===== src/hdl/nes_bus_pkg.sv =====
// Bus request structs, sprite DMA state and decode region enums, fixed register addresses
package nes_bus_pkg;

	// Fixed register addresses on the CPU bus
	localparam logic [15:0] OAM_DATA_ADDR   = 16'h2004; // Sprite memory data port
	localparam logic [15:0] APU_BASE_ADDR   = 16'h4000; // First audio register
	localparam logic [15:0] OAM_DMA_ADDR    = 16'h4014; // Write here starts sprite DMA
	localparam logic [15:0] APU_STATUS_ADDR = 16'h4015; // Audio channel status
	localparam logic [15:0] JOY1_ADDR       = 16'h4016; // Pad 1 data, strobe on write
	localparam logic [15:0] JOY2_ADDR       = 16'h4017; // Pad 2 data

	// CPU request for one CPU cycle
	typedef struct packed {
		logic [15:0] addr;
		logic [7:0]  dout;  // Write data
		logic        rnw;   // 1 = read
	} cpu_bus_t;

	// Effective bus after master select
	typedef struct packed {
		logic [15:0] addr;
		logic [7:0]  data;
		logic        read;
		logic        write;
	} bus_t;

	// External memory access
	typedef struct packed {
		logic [15:0] addr;
		logic [7:0]  data;
		logic        read;
		logic        write;
	} mem_req_t;

	// Picture unit register port, eight registers mirrored over the window
	typedef struct packed {
		logic [2:0] idx;
		logic [7:0] data;
		logic       read;
		logic       write;
	} ppu_reg_t;

	typedef enum logic [1:0] {
		SPR_IDLE,   // No sprite transfer
		SPR_ALIGN,  // Triggered, waiting for an odd cycle
		SPR_RUN     // Read/write pairs in progress
	} spr_state_t;

	typedef enum logic [2:0] {
		REG_MEM, REG_PPU, REG_APU, REG_JOY1, REG_JOY2, REG_APU_STATUS
	} bus_region_t;

endpackage


===== src/hdl/clock_enables.sv =====
// Master clock dividers for the CPU and picture unit enables and the odd CPU cycle flag
`timescale 1ns/1ps

module clock_enables #(
	parameter int CPU_DIV = 12,  // Master clocks per CPU cycle
	parameter int PPU_DIV = 4    // Master clocks per picture unit dot
) (
	input  logic clk,
	input  logic reset,
	output logic cpu_ce,
	output logic ppu_ce,
	output logic odd_cycle
);
	localparam int CPU_W = $clog2(CPU_DIV);
	localparam int PPU_W = $clog2(PPU_DIV);
	localparam logic [CPU_W-1:0] CPU_LAST = CPU_W'(CPU_DIV - 1);
	localparam logic [PPU_W-1:0] PPU_LAST = PPU_W'(PPU_DIV - 1);

	logic [CPU_W-1:0] cpu_cnt;
	logic [PPU_W-1:0] ppu_cnt;

	// Enables fire on the last count, so the first cpu_ce lands on clock CPU_DIV
	assign cpu_ce = (cpu_cnt == CPU_LAST);
	assign ppu_ce = (ppu_cnt == PPU_LAST);

	always_ff @(posedge clk) begin
		if (reset) begin
			cpu_cnt   <= '0;
			ppu_cnt   <= '0;
			odd_cycle <= 1'b0; // First CPU cycle is even
		end else begin
			cpu_cnt <= cpu_ce ? '0 : cpu_cnt + 1'b1;
			ppu_cnt <= ppu_ce ? '0 : ppu_cnt + 1'b1;

			// Parity of the CPU cycle now running
			if (cpu_ce)
				odd_cycle <= ~odd_cycle;
		end
	end

	// Both counters restart together, so ppu_ce lines up with cpu_ce when
	// CPU_DIV is a multiple of PPU_DIV (three dots per CPU cycle by default)

endmodule


===== src/hdl/dma_controller.sv =====
// Sprite and sample channel DMA sequencer with CPU/DMA bus master select
`timescale 1ns/1ps

module dma_controller
	import nes_bus_pkg::*;
(
	input  logic        clk,
	input  logic        reset,
	input  logic        cpu_ce,
	input  logic        odd_cycle,       // Parity of the current CPU cycle
	input  logic        sprite_trigger,  // Write to the sprite DMA register
	input  cpu_bus_t    cpu,
	input  logic        dmc_req_valid,
	input  logic [15:0] dmc_addr,        // Held until dmc_ack
	input  logic [7:0]  bus_din,         // Byte returned by the decoder
	output bus_t        bus,
	output logic        dmc_ack,
	output logic        pause_cpu
);
	spr_state_t  spr_state;
	logic        dmc_pend;   // Sample fetch waiting for an even cycle
	logic        rd_done;    // Sprite read of this pair really happened
	logic [15:0] src_addr;   // Page in the high byte, index in the low byte
	logic [7:0]  spr_byte;   // Byte on its way to sprite memory
	logic        dmc_fetch;
	logic        spr_run;
	logic        dma_own;
	logic [8:0]  next_lo;

	// Sample fetch only ever lands on an even cycle
	assign dmc_fetch = dmc_pend && !odd_cycle;
	assign spr_run   = (spr_state == SPR_RUN);
	assign dma_own   = dmc_fetch || spr_run;
	assign dmc_ack   = dmc_fetch && cpu_ce; // One clock, at the end of the fetch cycle
	assign next_lo   = {1'b0, src_addr[7:0]} + 9'd1; // Bit 8 marks the last pair

	// CPU stalls while any DMA is asked for or running
	assign pause_cpu = dmc_req_valid || dmc_pend || (spr_state != SPR_IDLE);

	always_ff @(posedge clk) begin
		if (reset) begin
			spr_state <= SPR_IDLE;
			dmc_pend  <= 1'b0;
			rd_done   <= 1'b0;
		end else if (cpu_ce) begin
			if (dmc_fetch)
				dmc_pend <= 1'b0;  // Served in this cycle
			else if (dmc_req_valid)
				dmc_pend <= 1'b1;

			case (spr_state)
				SPR_IDLE:  if (sprite_trigger) spr_state <= SPR_ALIGN;
				SPR_ALIGN: if (odd_cycle) spr_state <= SPR_RUN; // Reads start on the next even
				SPR_RUN:   if (odd_cycle && rd_done && next_lo[8]) spr_state <= SPR_IDLE;
				default:   spr_state <= SPR_IDLE;
			endcase

			// A sample fetch steals the even read, the odd slot after it idles
			rd_done <= spr_run && !odd_cycle && !dmc_fetch;
		end
	end

	always_ff @(posedge clk) begin
		if (cpu_ce) begin
			if (sprite_trigger && !spr_run)
				src_addr <= {cpu.dout, 8'h00};  // Page number written by the CPU
			else if (spr_run && odd_cycle && rd_done)
				src_addr[7:0] <= next_lo[7:0];  // Step only after a completed pair
			if (spr_run && !odd_cycle && !dmc_fetch)
				spr_byte <= bus_din;
		end
	end

	// Master select
	always_comb begin
		if (!dma_own) begin
			bus = '{addr: cpu.addr, data: cpu.dout, read: cpu.rnw, write: !cpu.rnw};
		end else if (dmc_fetch) begin
			bus = '{addr: dmc_addr, data: 8'h00, read: 1'b1, write: 1'b0};
		end else begin
			bus.addr  = odd_cycle ? OAM_DATA_ADDR : src_addr;
			bus.data  = spr_byte;
			bus.read  = !odd_cycle;
			bus.write = odd_cycle && rd_done;  // Idle slot when the read was lost
		end
	end

endmodule


===== src/hdl/bus_decoder.sv =====
// Address region decode, joypad strobe and clocks, open bus latch and CPU read data mux
`timescale 1ns/1ps

module bus_decoder
	import nes_bus_pkg::*;
(
	input  logic       clk,
	input  logic       reset,
	input  logic       cpu_ce,
	input  bus_t       bus,
	input  logic [7:0] mem_din,
	input  logic [7:0] ppu_din,
	input  logic [7:0] apu_status,
	input  logic [3:0] joypad_data,   // Bit 0 pad 1, bits 3..1 pad 2 port
	output mem_req_t   mem,
	output ppu_reg_t   ppu_reg,
	output logic       joypad_strobe,
	output logic [1:0] joypad_clock,
	output logic       sprite_trigger,
	output logic [7:0] bus_din
);
	bus_region_t region;
	logic [7:0]  open_bus;  // Last byte the CPU read

	always_comb begin
		if (bus.addr[15:13] == 3'b001)
			region = REG_PPU;             // 0x2000-0x3FFF, mirrored every 8
		else if (bus.addr == APU_STATUS_ADDR)
			region = REG_APU_STATUS;
		else if (bus.addr == JOY1_ADDR)
			region = REG_JOY1;
		else if (bus.addr == JOY2_ADDR)
			region = REG_JOY2;
		else if (bus.addr >= APU_BASE_ADDR && bus.addr < JOY1_ADDR)
			region = REG_APU;             // Includes the sprite DMA register
		else
			region = REG_MEM;
	end

	// Memory gets everything outside the register windows
	assign mem.addr  = bus.addr;
	assign mem.data  = bus.data;
	assign mem.read  = bus.read && (region == REG_MEM);
	assign mem.write = bus.write && (region == REG_MEM);

	assign ppu_reg.idx   = bus.addr[2:0];
	assign ppu_reg.data  = bus.data;
	assign ppu_reg.read  = bus.read && (region == REG_PPU);
	assign ppu_reg.write = bus.write && (region == REG_PPU);

	assign sprite_trigger = bus.write && (bus.addr == OAM_DMA_ADDR);

	// Pads shift on reads of their own port
	assign joypad_clock = {bus.read && (region == REG_JOY2), bus.read && (region == REG_JOY1)};

	always_comb begin
		case (region)
			REG_JOY1:       bus_din = {open_bus[7:5], 4'b0000, joypad_data[0]};
			REG_JOY2:       bus_din = {open_bus[7:5], joypad_data[3:2], 2'b00, joypad_data[1]};
			REG_APU_STATUS: bus_din = apu_status;
			REG_APU:        bus_din = open_bus;  // Write-only audio registers
			REG_PPU:        bus_din = ppu_din;
			default:        bus_din = mem_din;
		endcase
	end

	always_ff @(posedge clk) begin
		if (reset) begin
			joypad_strobe <= 1'b0;
			open_bus      <= 8'h00;
		end else if (cpu_ce) begin
			if (bus.write && region == REG_JOY1)
				joypad_strobe <= bus.data[0];  // 1 reloads the pads, 0 lets them shift
			if (bus.read)
				open_bus <= bus_din;
		end
	end

endmodule


===== src/hdl/nes_bus_top.sv =====
// Console bus core top level with clock enables, DMA controller and address decoder
`timescale 1ns/1ps

module nes_bus_top
	import nes_bus_pkg::*;
#(
	parameter int CPU_DIV = 12,
	parameter int PPU_DIV = 4
) (
	input  logic        clk,
	input  logic        reset,
	input  cpu_bus_t    cpu,
	input  logic [7:0]  mem_din,
	input  logic [7:0]  ppu_din,
	input  logic [7:0]  apu_status,
	input  logic [3:0]  joypad_data,
	input  logic        dmc_req_valid,
	input  logic [15:0] dmc_addr,
	output logic        cpu_ce,
	output logic        ppu_ce,
	output logic [7:0]  cpu_din,
	output logic        pause_cpu,
	output mem_req_t    mem,
	output ppu_reg_t    ppu_reg,
	output logic        joypad_strobe,
	output logic [1:0]  joypad_clock,
	output logic        dmc_ack
);
	logic       odd_cycle;
	logic       sprite_trigger;
	bus_t       bus;       // Bus after master select
	logic [7:0] bus_din;   // Read data back to CPU and DMA

	assign cpu_din = bus_din;

	clock_enables #(
		.CPU_DIV (CPU_DIV),
		.PPU_DIV (PPU_DIV)
	) i_clock_enables (
		.clk       (clk),
		.reset     (reset),
		.cpu_ce    (cpu_ce),
		.ppu_ce    (ppu_ce),
		.odd_cycle (odd_cycle)
	);

	dma_controller i_dma_controller (
		.clk            (clk),
		.reset          (reset),
		.cpu_ce         (cpu_ce),
		.odd_cycle      (odd_cycle),
		.sprite_trigger (sprite_trigger),
		.cpu            (cpu),
		.dmc_req_valid  (dmc_req_valid),
		.dmc_addr       (dmc_addr),
		.bus_din        (bus_din),
		.bus            (bus),
		.dmc_ack        (dmc_ack),
		.pause_cpu      (pause_cpu)
	);

	bus_decoder i_bus_decoder (
		.clk            (clk),
		.reset          (reset),
		.cpu_ce         (cpu_ce),
		.bus            (bus),
		.mem_din        (mem_din),
		.ppu_din        (ppu_din),
		.apu_status     (apu_status),
		.joypad_data    (joypad_data),
		.mem            (mem),
		.ppu_reg        (ppu_reg),
		.joypad_strobe  (joypad_strobe),
		.joypad_clock   (joypad_clock),
		.sprite_trigger (sprite_trigger),
		.bus_din        (bus_din)
	);

endmodule


===== config.mk =====
export PLATFORM = sky130hd
export DESIGN_NAME = nes_bus_top
export DESIGN_NICKNAME = d
export VERILOG_FILES = /design/src/hdl/nes_bus_pkg.sv /design/src/hdl/clock_enables.sv /design/src/hdl/dma_controller.sv /design/src/hdl/bus_decoder.sv /design/src/hdl/nes_bus_top.sv
export SDC_FILE = /design/constraint.sdc
export NUM_CORES = 1
export LEC_CHECK = 0
export BUFFER_PORTS_ARGS = -buffer_cell sky130_fd_sc_hd__buf_4
export CORE_MARGIN = 8
export CORE_UTILIZATION = 49
export CTS_CLUSTER_DIAMETER = 60
export CTS_CLUSTER_SIZE = 8
export DETAILED_ROUTE_END_ITERATION = 6
export PLACE_DENSITY = 0.81
export SLEW_MARGIN = 20
export SYNTH_ARGS = -nofsm -noshare
export SYNTH_HDL_FRONTEND = slang
export SYNTH_HIERARCHICAL = 1
export SYNTH_SLANG_ARGS = --single-unit

===== constraint.sdc =====
create_clock -name clk -period 4.1 [get_ports clk]
set_input_delay 0.82 -clock clk [delete_from_list [all_inputs] [get_ports clk]]
set_output_delay 0.82 -clock clk [all_outputs]
set_load 0.02 [all_outputs]

Yosys cells after proc, flatten, opt, wreduce, memory -nomap -nowiden
Cells that the tools add are included.
{"block": "word_totals", "output_inout_bits": 54, "memories": 0, "latchBits": 0, "mem_bits_ro": 0, "in_bits": 72, "ramBits": 0, "wordCells": 89, "ff_bits": 44}
{"block": "op_classes", "order_cmp": 2, "n_div": 0, "n_mux": 16, "n_mul": 0, "n_shift": 0, "reduce_logical": 39, "n_eq_ne": 17, "addsub": 3, "bitwise": 1}
{"op": "16-bit by 15-bit equality test with 1-bit output, second input constant", "count": 4}
{"op": "26-bit two-way mux", "count": 2}
{"op": "8-bit case mux with 5 select lines", "count": 1}
{"op": "1-bit logical AND", "count": 18}
{"op": "16-bit by 15-bit greater-or-equal comparator with 1-bit output, second input constant", "count": 1}
{"op": "16-bit by 15-bit less-than comparator with 1-bit output, second input constant", "count": 1}
{"op": "16-bit two-way mux", "count": 1}
{"op": "3-bit two-way mux", "count": 4}
{"op": "2-bit AND reduction", "count": 6}
{"op": "8-bit by 1-bit adder with 9-bit output, second input constant", "count": 1}
{"op": "2-bit two-way mux", "count": 4}
{"op": "8-bit two-way mux", "count": 1}
{"op": "3-bit by 1-bit equality test with 1-bit output, second input constant", "count": 2}
{"op": "3-bit by 2-bit equality test with 1-bit output, second input constant", "count": 2}
{"op": "3-bit equality test, second input constant", "count": 2}
{"op": "2-bit case mux with 3 select lines", "count": 1}
{"op": "2-bit nonzero test", "count": 3}
{"op": "4-bit by 1-bit adder with 4-bit output, second input constant", "count": 1}
{"op": "2-bit equality test, second input constant", "count": 2}
{"op": "4-bit equality test, second input constant", "count": 1}
{"op": "1-bit zero test", "count": 4}
{"op": "2-bit inequality test, second input constant", "count": 2}
{"op": "4-bit AND reduction", "count": 1}
{"op": "2-bit OR reduction", "count": 2}
{"op": "8 further kinds", "count": 11}

Longest topological paths before layout
{"block": "depth", "word_depth": 14, "ltp_mapped": 11, "depth_no_buf": 8}

Cells and area by module
The synthesis kept the hierarchy.
{"module": "dma_controller", "cells_each": 176, "instances": 1, "seq_area_each_um2": 800.8, "area_each_um2": 1684.1}
{"module": "bus_decoder", "cells_each": 141, "instances": 1, "seq_area_each_um2": 180.2, "area_each_um2": 1078.5}
{"module": "clock_enables", "cells_each": 25, "instances": 1, "seq_area_each_um2": 140.1, "area_each_um2": 277.8}

Worst setup path after synthesis
Ideal clock, no wire load.
{"block": "synth_timing", "path_kind": "input to output", "startpoint": "input port cpu[11] in the netlist's numbering", "endpoint": "output port cpu_din[1]", "t_arrival_ns": 3.495, "required_ns": 3.280, "path_buffers": 1, "stages": 8, "slack_ns": -0.215, "cell_sequence": "o22ai_1 > a221oi_1 > or4bb_1 > or4_1 > buf_2 > o211ai_4 > nor2_1 > nor4_1"}
{"element": "start, declared", "line_no": "nes_bus_top.sv:12", "text": "input cpu_bus_t cpu,"}
{"element": "end, declared", "line_no": "nes_bus_top.sv:21", "text": "output logic [7:0] cpu_din,"}

Final worst setup path
{"block": "layout_timing", "startpoint": "register i_clock_enables.odd_cycle", "endpoint": "output port cpu_din[1]"}
{"block": "layout_via", "elab_chain_cells": 13, "elab_cells_between_ends": 24, "classes_between": "order compare: 2; eq/ne: 9; mux: 9; reduce/logical: 4"}
{"element": "start, declared", "line_no": "clock_enables.sv:12", "text": "output logic odd_cycle"}
{"element": "start signal, assigned", "line_no": "clock_enables.sv:37", "text": "odd_cycle <= ~odd_cycle;"}
{"element": "1-bit zero test", "line_no": "dma_controller.sv:31", "text": "assign dmc_fetch = dmc_pend && !odd_cycle;"}
{"element": "1-bit logical AND", "line_no": "dma_controller.sv:31"}
{"element": "26-bit two-way mux or 1-bit logical OR (tied branches)", "line_no": "dma_controller.sv:78, dma_controller.sv:33"}
{"element": "26-bit two-way mux *", "line_no": "dma_controller.sv:76", "text": "if (!dma_own) begin"}
{"element": "16-bit by 15-bit greater-or-equal comparator with 1-bit output or 16-bit by 15-bit less-than comparator with 1-bit output (tied branches)", "line_no": "bus_decoder.sv:34", "text": "else if (bus.addr >= APU_BASE_ADDR && bus.addr < JOY1_ADDR)"}
{"element": "1-bit logical AND", "line_no": "bus_decoder.sv:34"}
{"element": "2-bit two-way mux", "line_no": "bus_decoder.sv:34"}
{"element": "3-bit two-way mux", "line_no": "bus_decoder.sv:32", "text": "else if (bus.addr == JOY2_ADDR)"}
{"element": "3-bit two-way mux", "line_no": "bus_decoder.sv:30", "text": "else if (bus.addr == JOY1_ADDR)"}
{"element": "3-bit two-way mux", "line_no": "bus_decoder.sv:28", "text": "else if (bus.addr == APU_STATUS_ADDR)"}
{"element": "3-bit two-way mux *", "line_no": "bus_decoder.sv:26", "text": "if (bus.addr[15:13] == 3'b001)"}
{"element": "3-bit by 1-bit equality test with 1-bit output, or another cell as far along", "line_no": "bus_decoder.sv:57", "text": "case (region)"}
{"element": "8-bit case mux with 5 select lines *", "line_no": "bus_decoder.sv:57"}
Every way passes the cells marked *; elsewhere a longest branch is shown, timed or not.

==> results_dict.tcl <==
set metrics [dict create \
    synth.area.mux_share_pct 0.988 \
    io_pins 126 \
    fin_skew_ns 0.00394 \
    synth_top_family_by_area "compound AO/OA/AOI/OAI gates" \
    async_flop_share_pct 0 \
    cts_root_buf "clkbuf_8" \
    power_per_cell_area_mw_per_mm2 278 \
    grt_max_degree 39 \
    core-area_mm2 0.00596 \
    worst_slack_ns -0.0274 \
    min_period_over_period_pct 101 \
    drc 0 \
    setup-violations-final 1 \
    p_leak_uw 0.00183 \
    place_inst 516 \
    worstSetupPathType "flop to output port" \
    avgSynthCellArea_um2 8.89 \
    cts_buffer_depth 2 \
    die_y_um 94.8 \
    final_nets 544 \
    yosysWarnings 6 \
    cpMostUsedCell "buf_6" \
    synthAdderAreaFrac_pct 1.23 \
    synthXorXnorAreaFrac_pct 1.15 \
    rsz0062_at_grt "true" \
    final_layout_size_suffix_gt1_share_pct 47.9 \
    synth_common_cells "buf_4, nand2_1, nor2_1, edfxtp_1, dfxtp_1" \
    syn-cell-area_mm2 0.00304 \
    start_util_pct 51.1 \
    synth_edf_count 24 \
    io_buffers 125 \
    cts.htree.levels 2 \
    vias 3349 \
    cts_buffers 5 \
    final.min_clock_period_ns 4.13 \
    status "finished with violations" \
    synth-seq-cells 44 \
    routed_wl_mm 11.0 \
    violations "setup timing" \
    cts_tree "yes" \
    crit_required_ns 3.28 \
    synthTopCellsByArea "edfxtp_1, dfxtp_1, buf_4" \
    fp-row-count 28 \
    gp_congestion 0.943 \
    synth_fp_nets 417 \
    fp.dieArea_mm2 0.00898 \
    synth_cell_types 53 \
    cts.clk_slew.worst_paths_ns 0.08 \
    post-dp-hpwl_mm 7.86 \
    grt_first_pass_wirelength_mm 16.0 \
    hp-class "flop to flop" \
    cp-end-kind "output port" \
    synth-compound-area-share_pct 23.7 \
    yosysSeqAreaShare_pct 36.9 \
    fmax_ghz 0.242 \
    worstSkewPairLatency_ns 0.29 \
    wl_per_cell_um 20.1 \
    synth_top_area_share_pct 23.7 \
    syn_inst 342 \
    dp_slack_ns 0.0154 \
    fp.dieW_um 94.8 \
    slew_violations 0 \
    antenna_found_initial 0 \
    vias_per_cell 6.14 \
    dr.pass1.iters 4 \
    first_iter_violations 280 \
    tightest_slew_ns 0.729 \
    critPathMaxFanout 5 \
    instances_no_fill 545 \
    cts.sinks 44 \
    relSlewSlack_pct 51.0 \
    critical_path.max_stage_delay_ns 0.59 \
    post-synth-top-count-cell "buf_4" \
    arrival_ns 3.31 \
    synth_top_area_cell "edfxtp_1" \
    diodes 0 \
    hold_violations 0 \
    synthToLayoutAreaGrowth_pct 45.1 \
    startpoint_type "flop" \
    grt-ovfl-total 0 \
    drv_cap 0 \
    ys.flop_type "edfxtp_1" \
    cts_hold_repair.buffers 0 \
    critPathSlowestCell "or4_4" \
    ant_nets 0 \
    synthSimpleGateAreaFrac_pct 22.4 \
    grt_pass1_vias 3315 \
    ir_drop_mv 0.179 \
    grt_usage_pct 22.1 \
    cp_cell_sequence "buf_6 > nor3b_4 > buf_6 > a22oi_2 > o21ai_1 > or4b_4 > or4_4 > o211ai_4 > nor2_2 > nor4_2 > buf_4" \
]
-- worst paths after layout --
check                                                start                           end  slack, ns  cells past startpoint
worst max register to register   i_clock_enables/odd_cycle  i_dma_controller/src_addr[0]       0.67                     14
worst max-delay path             i_clock_enables/odd_cycle                    cpu_din[1]      -0.03                     11
worst min-delay path            i_clock_enables/ppu_cnt[0]    i_clock_enables/ppu_cnt[0]       0.43                      1
worst min register to register  i_clock_enables/ppu_cnt[0]    i_clock_enables/ppu_cnt[0]       0.43                      1
-- state kept, by name, summed over array words and instances, names as in the netlist --
signal	cells
i_bus_decoder/joypad_strobe	1
i_dma_controller/rd_done	1
i_clock_enables/ppu_cnt	2
i_dma_controller/src_addr	16
i_dma_controller/spr_state	2
i_bus_decoder/open_bus	8
i_dma_controller/dmc_pend	1
i_clock_enables/cpu_cnt	4
i_dma_controller/spr_byte	8
i_clock_enables/odd_cycle	1
-- per-stage QoR --
step	util [%]	TNS (ns)	hold slack [ns]	cell area [um2]	power (uW)
after CTS	69.2	0	0.440	4120	1180
after global routing	74.1	-1.02	0.466	4410	1270
after global placement	65.8	0	0.417	3920	880
after detailed placement	65.8	0	0.428	3920	887
after floorplan	-	0	0.405	3050	742
final	74.1	-0.0274	0.434	4410	1230
-- cell families (layout without fill, tap and decap cells) --
group | Yosys count | in the layout
buffers and inverters | 61 | 189
DFF | 44 | 44
and+or+nand+nor | 127 | 127
AOI/OAI and AO/OA | 100 | 100
adders and majority gates | 3 | 3
muxes | 3 | 3
xor gates and xnor gates | 4 | 4
-- power by group --
part | internal, uW | switching (uW)
combinational | 219 | 245
clock | 138 | 149
sequential | 470 | 5.27
-- what timing repair did --
item,4_1_cts,5_1_grt
cloned,0,1
buffers inserted,7,13
pin swaps,8,14
resized for setup,16,37
endpoints found under the setup margin,10,8
-- critical path, delay by kind of cell, from the launching register on --
kind / cells / cell delay, ns
flip-flops: 1 / 0.33
buffers and inverters: 3 / 0.49
AND/OR/NAND/NOR: 5 / 1.81
AO/OA/AOI/OAI: 3 / 0.37
-- final cells by class --
| class | instances | area, um2 |
|---|---|---|
| Timing Repair Buffer | 174 | 1370 |
| Multi-Input combinational cell | 237 | 1710 |
| Fill cell | 440 | 1540 |
| Tap cell | 75 | 93.8 |
| Clock buffer | 8 | 90.1 |
| Inverter | 7 | 26.3 |
| Sequential cell | 44 | 1130 |
-- placed cells by master (no fill, tap or decap), types with 9 or more instances in the layout --
cell type and instances:
buf_4 165, a22oi_1 13, o21ai_1 13, edfxtp_1 24
nand2_1 34, a32oi_1 13, a21oi_1 16, dfxtp_1 17
nor2_1 24, nor3_1 9
-- routing by layer --
layer	up-vias	GRT usage, %	part of all wire [%]
li1	1522	-	-
met1	1582	27.0	38
met2	214	35.9	47
met3	31	6.67	11
met4	0	8.32	3.0
met5	-	0	0
(Power assumes the default switching activity.)
